### src/common/uart_debug_pkg.sv
package uart_debug_pkg;

  //////////////////////////////
  // Widths
  //////////////////////////////

  // Memory is 2**MEM_ADDR_W bytes deep
  localparam int unsigned MEM_ADDR_W = 8;
  localparam int unsigned LEN_W      = 16;

  // Address bytes, then length bytes, per header
  localparam int unsigned HDR_BYTES  = 8;

  typedef logic [7:0]            byte_t;
  typedef logic [MEM_ADDR_W-1:0] mem_addr_t;
  typedef logic [LEN_W-1:0]      len_t;

  //////////////////////////////
  // Protocol byte codes
  //////////////////////////////

  localparam byte_t CMD_READ  = 8'h11;
  localparam byte_t CMD_WRITE = 8'h12;
  localparam byte_t CODE_ACK  = 8'h06;
  localparam byte_t CODE_EOT  = 8'h04;

  // Parser states
  typedef enum logic [2:0] {
    ST_IDLE,
    ST_ADDR,
    ST_LEN,
    ST_ACK,
    ST_RD_REQ,
    ST_RD_SEND,
    ST_WR_DATA,
    ST_EOT
  } dbg_state_e;

endpackage

### src/common/debug_mem_if.sv
`timescale 1ns/1ps

interface debug_mem_if import uart_debug_pkg::*; ();

  // Request side
  logic      req;
  logic      we;
  mem_addr_t addr;
  byte_t     wdata;

  // Valid the cycle after a read request
  byte_t     rdata;

  modport ctrl (
    output req, we, addr, wdata,
    input  rdata
  );

  modport mem (
    input  req, we, addr, wdata,
    output rdata
  );

endinterface

### src/uart/uart_rx.sv
`timescale 1ns/1ps

module uart_rx import uart_debug_pkg::*; #(
  parameter int unsigned CLKS_PER_BIT = 8
) (
  input  logic  clk,
  input  logic  arst_n_i,
  input  logic  rx_i,
  output logic  rx_valid_o,
  output byte_t rx_data_o
);

  localparam int unsigned      CNT_W     = $clog2(CLKS_PER_BIT);
  localparam logic [CNT_W-1:0] BIT_LAST  = CNT_W'(CLKS_PER_BIT - 1);
  localparam logic [CNT_W-1:0] HALF_LAST = CNT_W'(CLKS_PER_BIT / 2 - 1);

  logic [1:0]       sync_q;
  logic             line;
  logic             busy_q;
  logic [CNT_W-1:0] baud_q;
  logic [3:0]       bit_q;
  logic             sample;
  logic             valid_q;
  byte_t            shift_q;

  assign line   = sync_q[1];
  // Middle of the current bit
  assign sample = busy_q && (baud_q == '0);

  always_ff @(posedge clk or negedge arst_n_i) begin
    if (!arst_n_i) begin
      sync_q  <= 2'b11;
      busy_q  <= 1'b0;
      baud_q  <= '0;
      bit_q   <= '0;
      valid_q <= 1'b0;
    end else begin
      sync_q  <= {sync_q[0], rx_i};
      valid_q <= 1'b0;
      if (!busy_q) begin
        // Start edge, wait half a bit
        if (!line) begin
          busy_q <= 1'b1;
          baud_q <= HALF_LAST;
          bit_q  <= '0;
        end
      end else if (!sample) begin
        baud_q <= baud_q - 1'b1;
      end else begin
        baud_q <= BIT_LAST;
        bit_q  <= bit_q + 1'b1;
        if (bit_q == 4'd0 && line) begin
          // Glitch, not a real start bit
          busy_q <= 1'b0;
        end else if (bit_q == 4'd9) begin
          // Stop bit must be high
          busy_q  <= 1'b0;
          valid_q <= line;
        end
      end
    end
  end

  // Data bits come in LSB first
  always_ff @(posedge clk) begin
    if (sample && bit_q >= 4'd1 && bit_q <= 4'd8) begin
      shift_q <= {line, shift_q[7:1]};
    end
  end

  assign rx_valid_o = valid_q;
  assign rx_data_o  = shift_q;

endmodule

### src/uart/uart_tx.sv
`timescale 1ns/1ps

module uart_tx import uart_debug_pkg::*; #(
  parameter int unsigned CLKS_PER_BIT = 8
) (
  input  logic  clk,
  input  logic  arst_n_i,
  input  logic  tx_valid_i,
  input  byte_t tx_data_i,
  output logic  tx_ready_o,
  output logic  tx_o
);

  localparam int unsigned      CNT_W    = $clog2(CLKS_PER_BIT);
  localparam logic [CNT_W-1:0] BIT_LAST = CNT_W'(CLKS_PER_BIT - 1);

  logic             busy_q;
  logic [CNT_W-1:0] baud_q;
  logic [3:0]       bit_q;
  logic [9:0]       frame_q;
  logic             accept;

  assign tx_ready_o = !busy_q;
  assign accept     = tx_valid_i && !busy_q;

  // Ones shift in behind the frame, so the line idles high
  assign tx_o = frame_q[0];

  always_ff @(posedge clk or negedge arst_n_i) begin
    if (!arst_n_i) begin
      busy_q  <= 1'b0;
      baud_q  <= '0;
      bit_q   <= '0;
      frame_q <= '1;
    end else if (accept) begin
      // Stop, data LSB first, start
      frame_q <= {1'b1, tx_data_i, 1'b0};
      busy_q  <= 1'b1;
      baud_q  <= BIT_LAST;
      bit_q   <= '0;
    end else if (busy_q) begin
      if (baud_q != '0) begin
        baud_q <= baud_q - 1'b1;
      end else begin
        baud_q  <= BIT_LAST;
        frame_q <= {1'b1, frame_q[9:1]};
        bit_q   <= bit_q + 1'b1;
        // End of stop bit
        if (bit_q == 4'd9) begin
          busy_q <= 1'b0;
        end
      end
    end
  end

endmodule

### src/debug/debug_cmd_fsm.sv
`timescale 1ns/1ps

module debug_cmd_fsm import uart_debug_pkg::*; (
  input  logic      clk,
  input  logic      arst_n_i,
  input  logic      rx_valid_i,
  input  byte_t     rx_data_i,
  input  logic      tx_ready_i,
  output logic      tx_valid_o,
  output byte_t     tx_data_o,
  debug_mem_if.ctrl mem
);

  localparam int unsigned          HDR_CNT_W = $clog2(HDR_BYTES);
  localparam logic [HDR_CNT_W-1:0] HDR_LAST  = HDR_CNT_W'(HDR_BYTES - 1);

  dbg_state_e           state_q;
  logic [HDR_CNT_W-1:0] hdr_q;
  logic [HDR_CNT_W+2:0] hdr_shift;
  logic                 is_read_q;
  logic                 chal_q;
  mem_addr_t            addr_q;
  len_t                 cnt_q;
  logic                 wr_q;
  byte_t                wdata_q;

  // Bit offset of the current header byte
  assign hdr_shift = {hdr_q, 3'b000};

  //////////////////////////////
  // Response bytes
  //////////////////////////////

  // One byte in flight at most
  assign tx_valid_o = tx_ready_i &&
                      (state_q == ST_ACK || state_q == ST_EOT || state_q == ST_RD_SEND);

  always_comb begin
    case (state_q)
      ST_ACK:  tx_data_o = CODE_ACK;
      ST_EOT:  tx_data_o = CODE_EOT;
      default: tx_data_o = mem.rdata;
    endcase
  end

  //////////////////////////////
  // Memory port
  //////////////////////////////

  assign mem.req   = (state_q == ST_RD_REQ) || wr_q;
  assign mem.we    = wr_q;
  assign mem.addr  = addr_q;
  assign mem.wdata = wdata_q;

  // Write data lands one cycle after its byte
  always_ff @(posedge clk) begin
    if (rx_valid_i) begin
      wdata_q <= rx_data_i;
    end
  end

  //////////////////////////////
  // Protocol FSM
  //////////////////////////////

  always_ff @(posedge clk or negedge arst_n_i) begin
    if (!arst_n_i) begin
      state_q   <= ST_IDLE;
      hdr_q     <= '0;
      is_read_q <= 1'b0;
      chal_q    <= 1'b0;
      addr_q    <= '0;
      cnt_q     <= '0;
      wr_q      <= 1'b0;
    end else begin
      wr_q <= 1'b0;
      case (state_q)
        ST_IDLE: begin
          if (rx_valid_i) begin
            if (rx_data_i == CMD_READ || rx_data_i == CMD_WRITE) begin
              is_read_q <= (rx_data_i == CMD_READ);
              chal_q    <= 1'b0;
              hdr_q     <= '0;
              addr_q    <= '0;
              cnt_q     <= '0;
              state_q   <= ST_ADDR;
            end else if (rx_data_i == CODE_ACK) begin
              // Challenge, echo ACK only
              chal_q  <= 1'b1;
              state_q <= ST_ACK;
            end
          end
        end
        ST_ADDR: begin
          if (rx_valid_i) begin
            // High bytes shift out of range
            addr_q <= addr_q | (mem_addr_t'(rx_data_i) << hdr_shift);
            hdr_q  <= hdr_q + 1'b1;
            if (hdr_q == HDR_LAST) begin
              hdr_q   <= '0;
              state_q <= ST_LEN;
            end
          end
        end
        ST_LEN: begin
          if (rx_valid_i) begin
            cnt_q <= cnt_q | (len_t'(rx_data_i) << hdr_shift);
            hdr_q <= hdr_q + 1'b1;
            if (hdr_q == HDR_LAST) begin
              hdr_q   <= '0;
              state_q <= ST_ACK;
            end
          end
        end
        ST_ACK: begin
          if (tx_valid_o) begin
            if (chal_q) begin
              state_q <= ST_IDLE;
            end else if (cnt_q == '0) begin
              state_q <= ST_EOT;
            end else if (is_read_q) begin
              state_q <= ST_RD_REQ;
            end else begin
              state_q <= ST_WR_DATA;
            end
          end
        end
        ST_RD_REQ: begin
          // rdata is registered at this edge
          addr_q  <= addr_q + 1'b1;
          cnt_q   <= cnt_q - 1'b1;
          state_q <= ST_RD_SEND;
        end
        ST_RD_SEND: begin
          if (tx_valid_o) begin
            state_q <= (cnt_q == '0) ? ST_EOT : ST_RD_REQ;
          end
        end
        ST_WR_DATA: begin
          if (rx_valid_i) begin
            wr_q <= 1'b1;
          end
          if (wr_q) begin
            addr_q <= addr_q + 1'b1;
            cnt_q  <= cnt_q - 1'b1;
            if (cnt_q == len_t'(1)) begin
              state_q <= ST_EOT;
            end
          end
        end
        ST_EOT: begin
          if (tx_valid_o) begin
            state_q <= ST_IDLE;
          end
        end
        default: state_q <= ST_IDLE;
      endcase
    end
  end

endmodule

### src/debug/debug_mem.sv
`timescale 1ns/1ps

module debug_mem import uart_debug_pkg::*; (
  input  logic     clk,
  debug_mem_if.mem mem
);

  localparam int unsigned DEPTH = 2 ** MEM_ADDR_W;

  byte_t ram_q [DEPTH];
  byte_t rdata_q;

  // Synchronous read, held until the next read
  always_ff @(posedge clk) begin
    if (mem.req) begin
      if (mem.we) begin
        ram_q[mem.addr] <= mem.wdata;
      end else begin
        rdata_q <= ram_q[mem.addr];
      end
    end
  end

  assign mem.rdata = rdata_q;

endmodule

### src/verilog/uart_debug_top.sv
`timescale 1ns/1ps

module uart_debug_top import uart_debug_pkg::*; #(
  parameter int unsigned CLKS_PER_BIT = 8
) (
  input  logic clk,
  input  logic arst_n_i,
  input  logic uart_rx_i,
  output logic uart_tx_o
);

  logic  rx_valid;
  byte_t rx_data;
  logic  tx_valid;
  byte_t tx_data;
  logic  tx_ready;

  debug_mem_if mem_bus ();

  //////////////////////////////
  // Serial in
  //////////////////////////////

  uart_rx #(
    .CLKS_PER_BIT ( CLKS_PER_BIT )
  ) uart_rx_inst (
    .clk        ( clk       ),
    .arst_n_i   ( arst_n_i  ),
    .rx_i       ( uart_rx_i ),
    .rx_valid_o ( rx_valid  ),
    .rx_data_o  ( rx_data   )
  );

  // Command parser and memory
  debug_cmd_fsm debug_cmd_fsm_inst (
    .clk        ( clk      ),
    .arst_n_i   ( arst_n_i ),
    .rx_valid_i ( rx_valid ),
    .rx_data_i  ( rx_data  ),
    .tx_ready_i ( tx_ready ),
    .tx_valid_o ( tx_valid ),
    .tx_data_o  ( tx_data  ),
    .mem        ( mem_bus  )
  );

  debug_mem debug_mem_inst (
    .clk ( clk     ),
    .mem ( mem_bus )
  );

  //////////////////////////////
  // Serial out
  //////////////////////////////

  uart_tx #(
    .CLKS_PER_BIT ( CLKS_PER_BIT )
  ) uart_tx_inst (
    .clk        ( clk       ),
    .arst_n_i   ( arst_n_i  ),
    .tx_valid_i ( tx_valid  ),
    .tx_data_i  ( tx_data   ),
    .tx_ready_o ( tx_ready  ),
    .tx_o       ( uart_tx_o )
  );

endmodule

### config.mk
export PLATFORM = sky130hd
export DESIGN_NAME = uart_debug_top
export DESIGN_NICKNAME = d
export VERILOG_FILES = /design/src/common/uart_debug_pkg.sv /design/src/common/debug_mem_if.sv /design/src/uart/uart_rx.sv /design/src/uart/uart_tx.sv /design/src/debug/debug_cmd_fsm.sv /design/src/debug/debug_mem.sv /design/src/verilog/uart_debug_top.sv
export SDC_FILE = /design/constraint.sdc
export NUM_CORES = 2
export LEC_CHECK = 0
export ABC_AREA = 1
export BUFFER_PORTS_ARGS = -buffer_cell sky130_fd_sc_hd__buf_2
export CAP_MARGIN = 20
export CORE_MARGIN = 1.5
export CORE_UTILIZATION = 30
export CTS_BUF_LIST = sky130_fd_sc_hd__clkbuf_4
export DETAILED_ROUTE_END_ITERATION = 8
export GPL_TIMING_DRIVEN = 1
export PLACE_DENSITY = 0.43
export REMOVE_ABC_BUFFERS = 1
export SLEW_MARGIN = 40
export SYNTH_ARGS = -nofsm -noshare
export SYNTH_HDL_FRONTEND = slang
export SYNTH_SLANG_ARGS = --single-unit
### constraint.sdc
create_clock -name clk -period 4.67 [get_ports clk]
set_clock_uncertainty 0.2 [all_clocks]
set_input_delay 0.934 -clock clk [delete_from_list [all_inputs] [get_ports clk]]
set_output_delay 0.934 -clock clk [all_outputs]
set_load 0.005 [all_outputs]
==> metrics.cfg <==
[route]
ant_nets=0
wirelength_microns=281200
topRoutingLayerUsed=met5
routedLengthMet1_microns=129200
dr.first_iter.drc_count=5089
vias_per_cell=4.591
drc=0
vias=63170
wire_per_inst_microns=20.44
wl_met2_microns=130400
met3_length_microns=15350
dr.pass1.iters=5

[synthesis]
syn_area_per_cell_sq_um=10.19
synth_flop_cell=edfxtp_1
netlist_instances=8975
synth_edf_count=2072
synth.cell_area_sq_um=91440
synth_area_leaders=edfxtp_1 68%, nand2_1 14%, nor2_1 4.0%, inv_1 3.5%, o21ai_0 2.3%
yosysMostFrequentCell=nand2_1
yosysTopAreaCellShare_pct=68.05
ys_ff_latch=2133
synth.distinct_cells=41
ys_top_cells_by_count=3432 x nand2_1, 2072 x edfxtp_1, 978 x nor2_1
yosysSeqAreaShare_pct=69.73
ys_async_sr_fraction_pct=2.860
synth_top_cell_by_area=edfxtp_1
ys_warn_count=0

[placement]
io_buffers=3
dp_hpwl_microns=161200
post-place-ws_ps=213.4
gp_congestion=0.8265

[worst_setup_path]
cp_slowest_cell=dfrtp_4
cp_max_fo=112
ff2ff_setup_slack_ps=160
crit_family=simple AND/OR/NAND/NOR gates
reg2reg_from=debug_cmd_fsm_inst.mem.addr[0]
crit_chain=inv_8, buf_12, nand2_1, nand3_1, nand2_1, nand2_1, nand2_1, o21ai_0, nand2_1, nor2_1, nor2_1, nor2_1, nand2_1
crit_top_cell=nand2_1
worstPathBufferInverterCount=2
critPathLaunchType=flop
arrival_ps=5490
path_class=reg -> reg
slowest_delay_ps=600
cp-end-kind=flop
ff2ff_path_depth=13
r2r_end=debug_mem_inst.mem.rdata[1]
cp.required_ps=5650

[global_routing]
grt_use_total_pct=18.01
gr-total-overflow=0
grt_pass1_wl_microns=417700
first_global_vias=63697
grt_max_degree=164
antenna_found_initial=11

[layout]
drive_above_1_share_pct=13.02
area_growth_pct=14.57
nNetsFinal=9365

[hold_path]
worst_hold_path_type=reg -> reg
holdPathEnd=uart_rx_inst.sync_q[1]
holdPathStages=0
min-delay-start=uart_rx_inst.sync_q[0]

[power]
powerDensity_nw_per_um2=366.5
p_leak_uw=0.04222
peakVddDrop_v=0.0002051

[job]
cap_violations=0

[clock_tree]
cts-htree-levels=6
clockBufferDepth=4
cts_tree=yes
cts_root_buf=clkbuf_4
clock-sinks=2133
cts_buffers=596
clk_latency_ps=1550
cts.clk_slew.worst_paths_ps=70

[sta]
final_max_slew_viol_count=0
holdWs_ps=157.0
setup_slack_ps=158.2
worstMarginPinSlew_ps=1013
period_needed_ps=4512
rsz0062_at_grt=false
final_hold_viol_count=0
fin_tns_setup_ps=0
finalCritPeriodShare_pct=96.61
finalSetupViolations=0
clock.fmax_mhz=221.6
slew_headroom_pct=32.44

[floorplanning]
io_pins=4
coreArea_sq_um=303000
rows=202
die_height_microns=555.1
dieWidth_microns=555.1
initial_core_util_pct=30.17
dieArea_sq_um=308100

[outcome]
status=finished clean

logic make-up after synthesis:
family	count (synthesis)	share of synthesized area, %
flip-flops	2133	69.73
AND/OR/NAND/NOR	4816	20.34
adder cells (fa/ha/maj)	17	0.2326
XOR/XNOR	5	0.04789
buffers and inverters	1320	5.777
AO/OA/AOI/OAI	684	3.871
timing repair:
action	4_1_cts	5_1_grt
setup buffers	0	0
setup endpoints to repair	0	0
hold buffers	5	0
hold endpoints to repair	53	0
resized for setup	0	0
how the worst max path moves through the flow:
stage,end,start,cells past startpoint
after CTS,debug_mem_inst.mem.rdata[1],debug_cmd_fsm_inst.mem.addr[0],13
after detailed placement,debug_mem_inst.mem.rdata[1],debug_cmd_fsm_inst.mem.addr[0],13
after global placement,debug_mem_inst.mem.rdata[1],debug_cmd_fsm_inst.mem.addr[0],13
final,debug_mem_inst.mem.rdata[1],debug_cmd_fsm_inst.mem.addr[0],13
after floorplan,debug_mem_inst.mem.rdata[0],debug_cmd_fsm_inst.mem.addr[0],13
after global routing,debug_mem_inst.mem.rdata[1],debug_cmd_fsm_inst.mem.addr[0],13
per-layer routing:
metal / track usage (%) / vias up
met3: 3.280 / 412
met1: 24.80 / 30838
met5: 0 / -
met2: 28.98 / 1588
met4: 5.011 / 4
li1: - / 30328
flip-flops by register name, summed over array words and instances (netlist names), 2 cells and up:
signal / count
uart_rx_inst.rx_data_o: 8
uart_tx_inst.baud_q: 3
debug_mem_inst.mem.rdata: 8
debug_mem_inst.ram_q: 2048
uart_rx_inst.sync_q: 2
uart_rx_inst.bit_q: 4
debug_cmd_fsm_inst.hdr_q: 3
uart_tx_inst.frame_q: 9
debug_cmd_fsm_inst.mem.wdata: 8
debug_cmd_fsm_inst.mem.addr: 8
debug_cmd_fsm_inst.cnt_q: 16
debug_cmd_fsm_inst.state_q: 3
uart_rx_inst.baud_q: 3
uart_tx_inst.bit_q: 4
cell usage in the layout (no fill, tap or decap), types with 4 or more instances in the layout:
master         count
nand2_1         3415
edfxtp_1        2072
nor2_1           910
clkbuf_4         887
inv_1            861
o21ai_0          419
nand3_1          384
o21ai_1          191
buf_4            159
clkinv_1          84
nor2_2            63
buf_12            49
dfrtp_1           48
a21oi_1           31
inv_6             19
ha_1              17
nand2_2           16
diode_2           12
dfstp_2           11
clkinvlp_4        10
a22oi_1            9
clkinv_4           9
nor3_1             8
o31ai_1            7
bufinv_16          7
nor2_4             6
o221ai_1           6
buf_16             6
o22ai_1            5
inv_8              4
nand4_1            4
a211oi_1           4
xor2_1             4
clkinv_8           4
dlygate4sd3_1      4
final cells by class:
cell class | count | area (sq um)
Antenna cell | 12 | 30.03
Clock buffer | 887 | 6659
Clock inverter | 137 | 938.4
Fill cell | 30938 | 198300
Inverter | 867 | 3276
Multi-Input combinational cell | 5522 | 22670
Sequential cell | 2133 | 63770
Tap cell | 3978 | 4977
Timing Repair Buffer | 225 | 2444
power by group:
group | total (uW) | switching (uW) | internal, uW
sequential | 20800 | 41.2 | 20700
combinational | 255 | 178 | 77.3
clock | 17400 | 8250 | 9100
total | 38400 | 8470 | 29900
stage by stage:
stage	area [sq um]	instances	total power, uW	util, %
6_report	104800	13761	38400	34.57
5_1_grt	104700	13754	39990	34.57
3_5_place_dp	96860	12716	21450	31.96
2_1_floorplan	89410	8522	21340	-
3_3_place_gp	96680	12710	21430	31.90
4_1_cts	104500	13745	39000	34.49
Power figures use the tool's default switching activity.
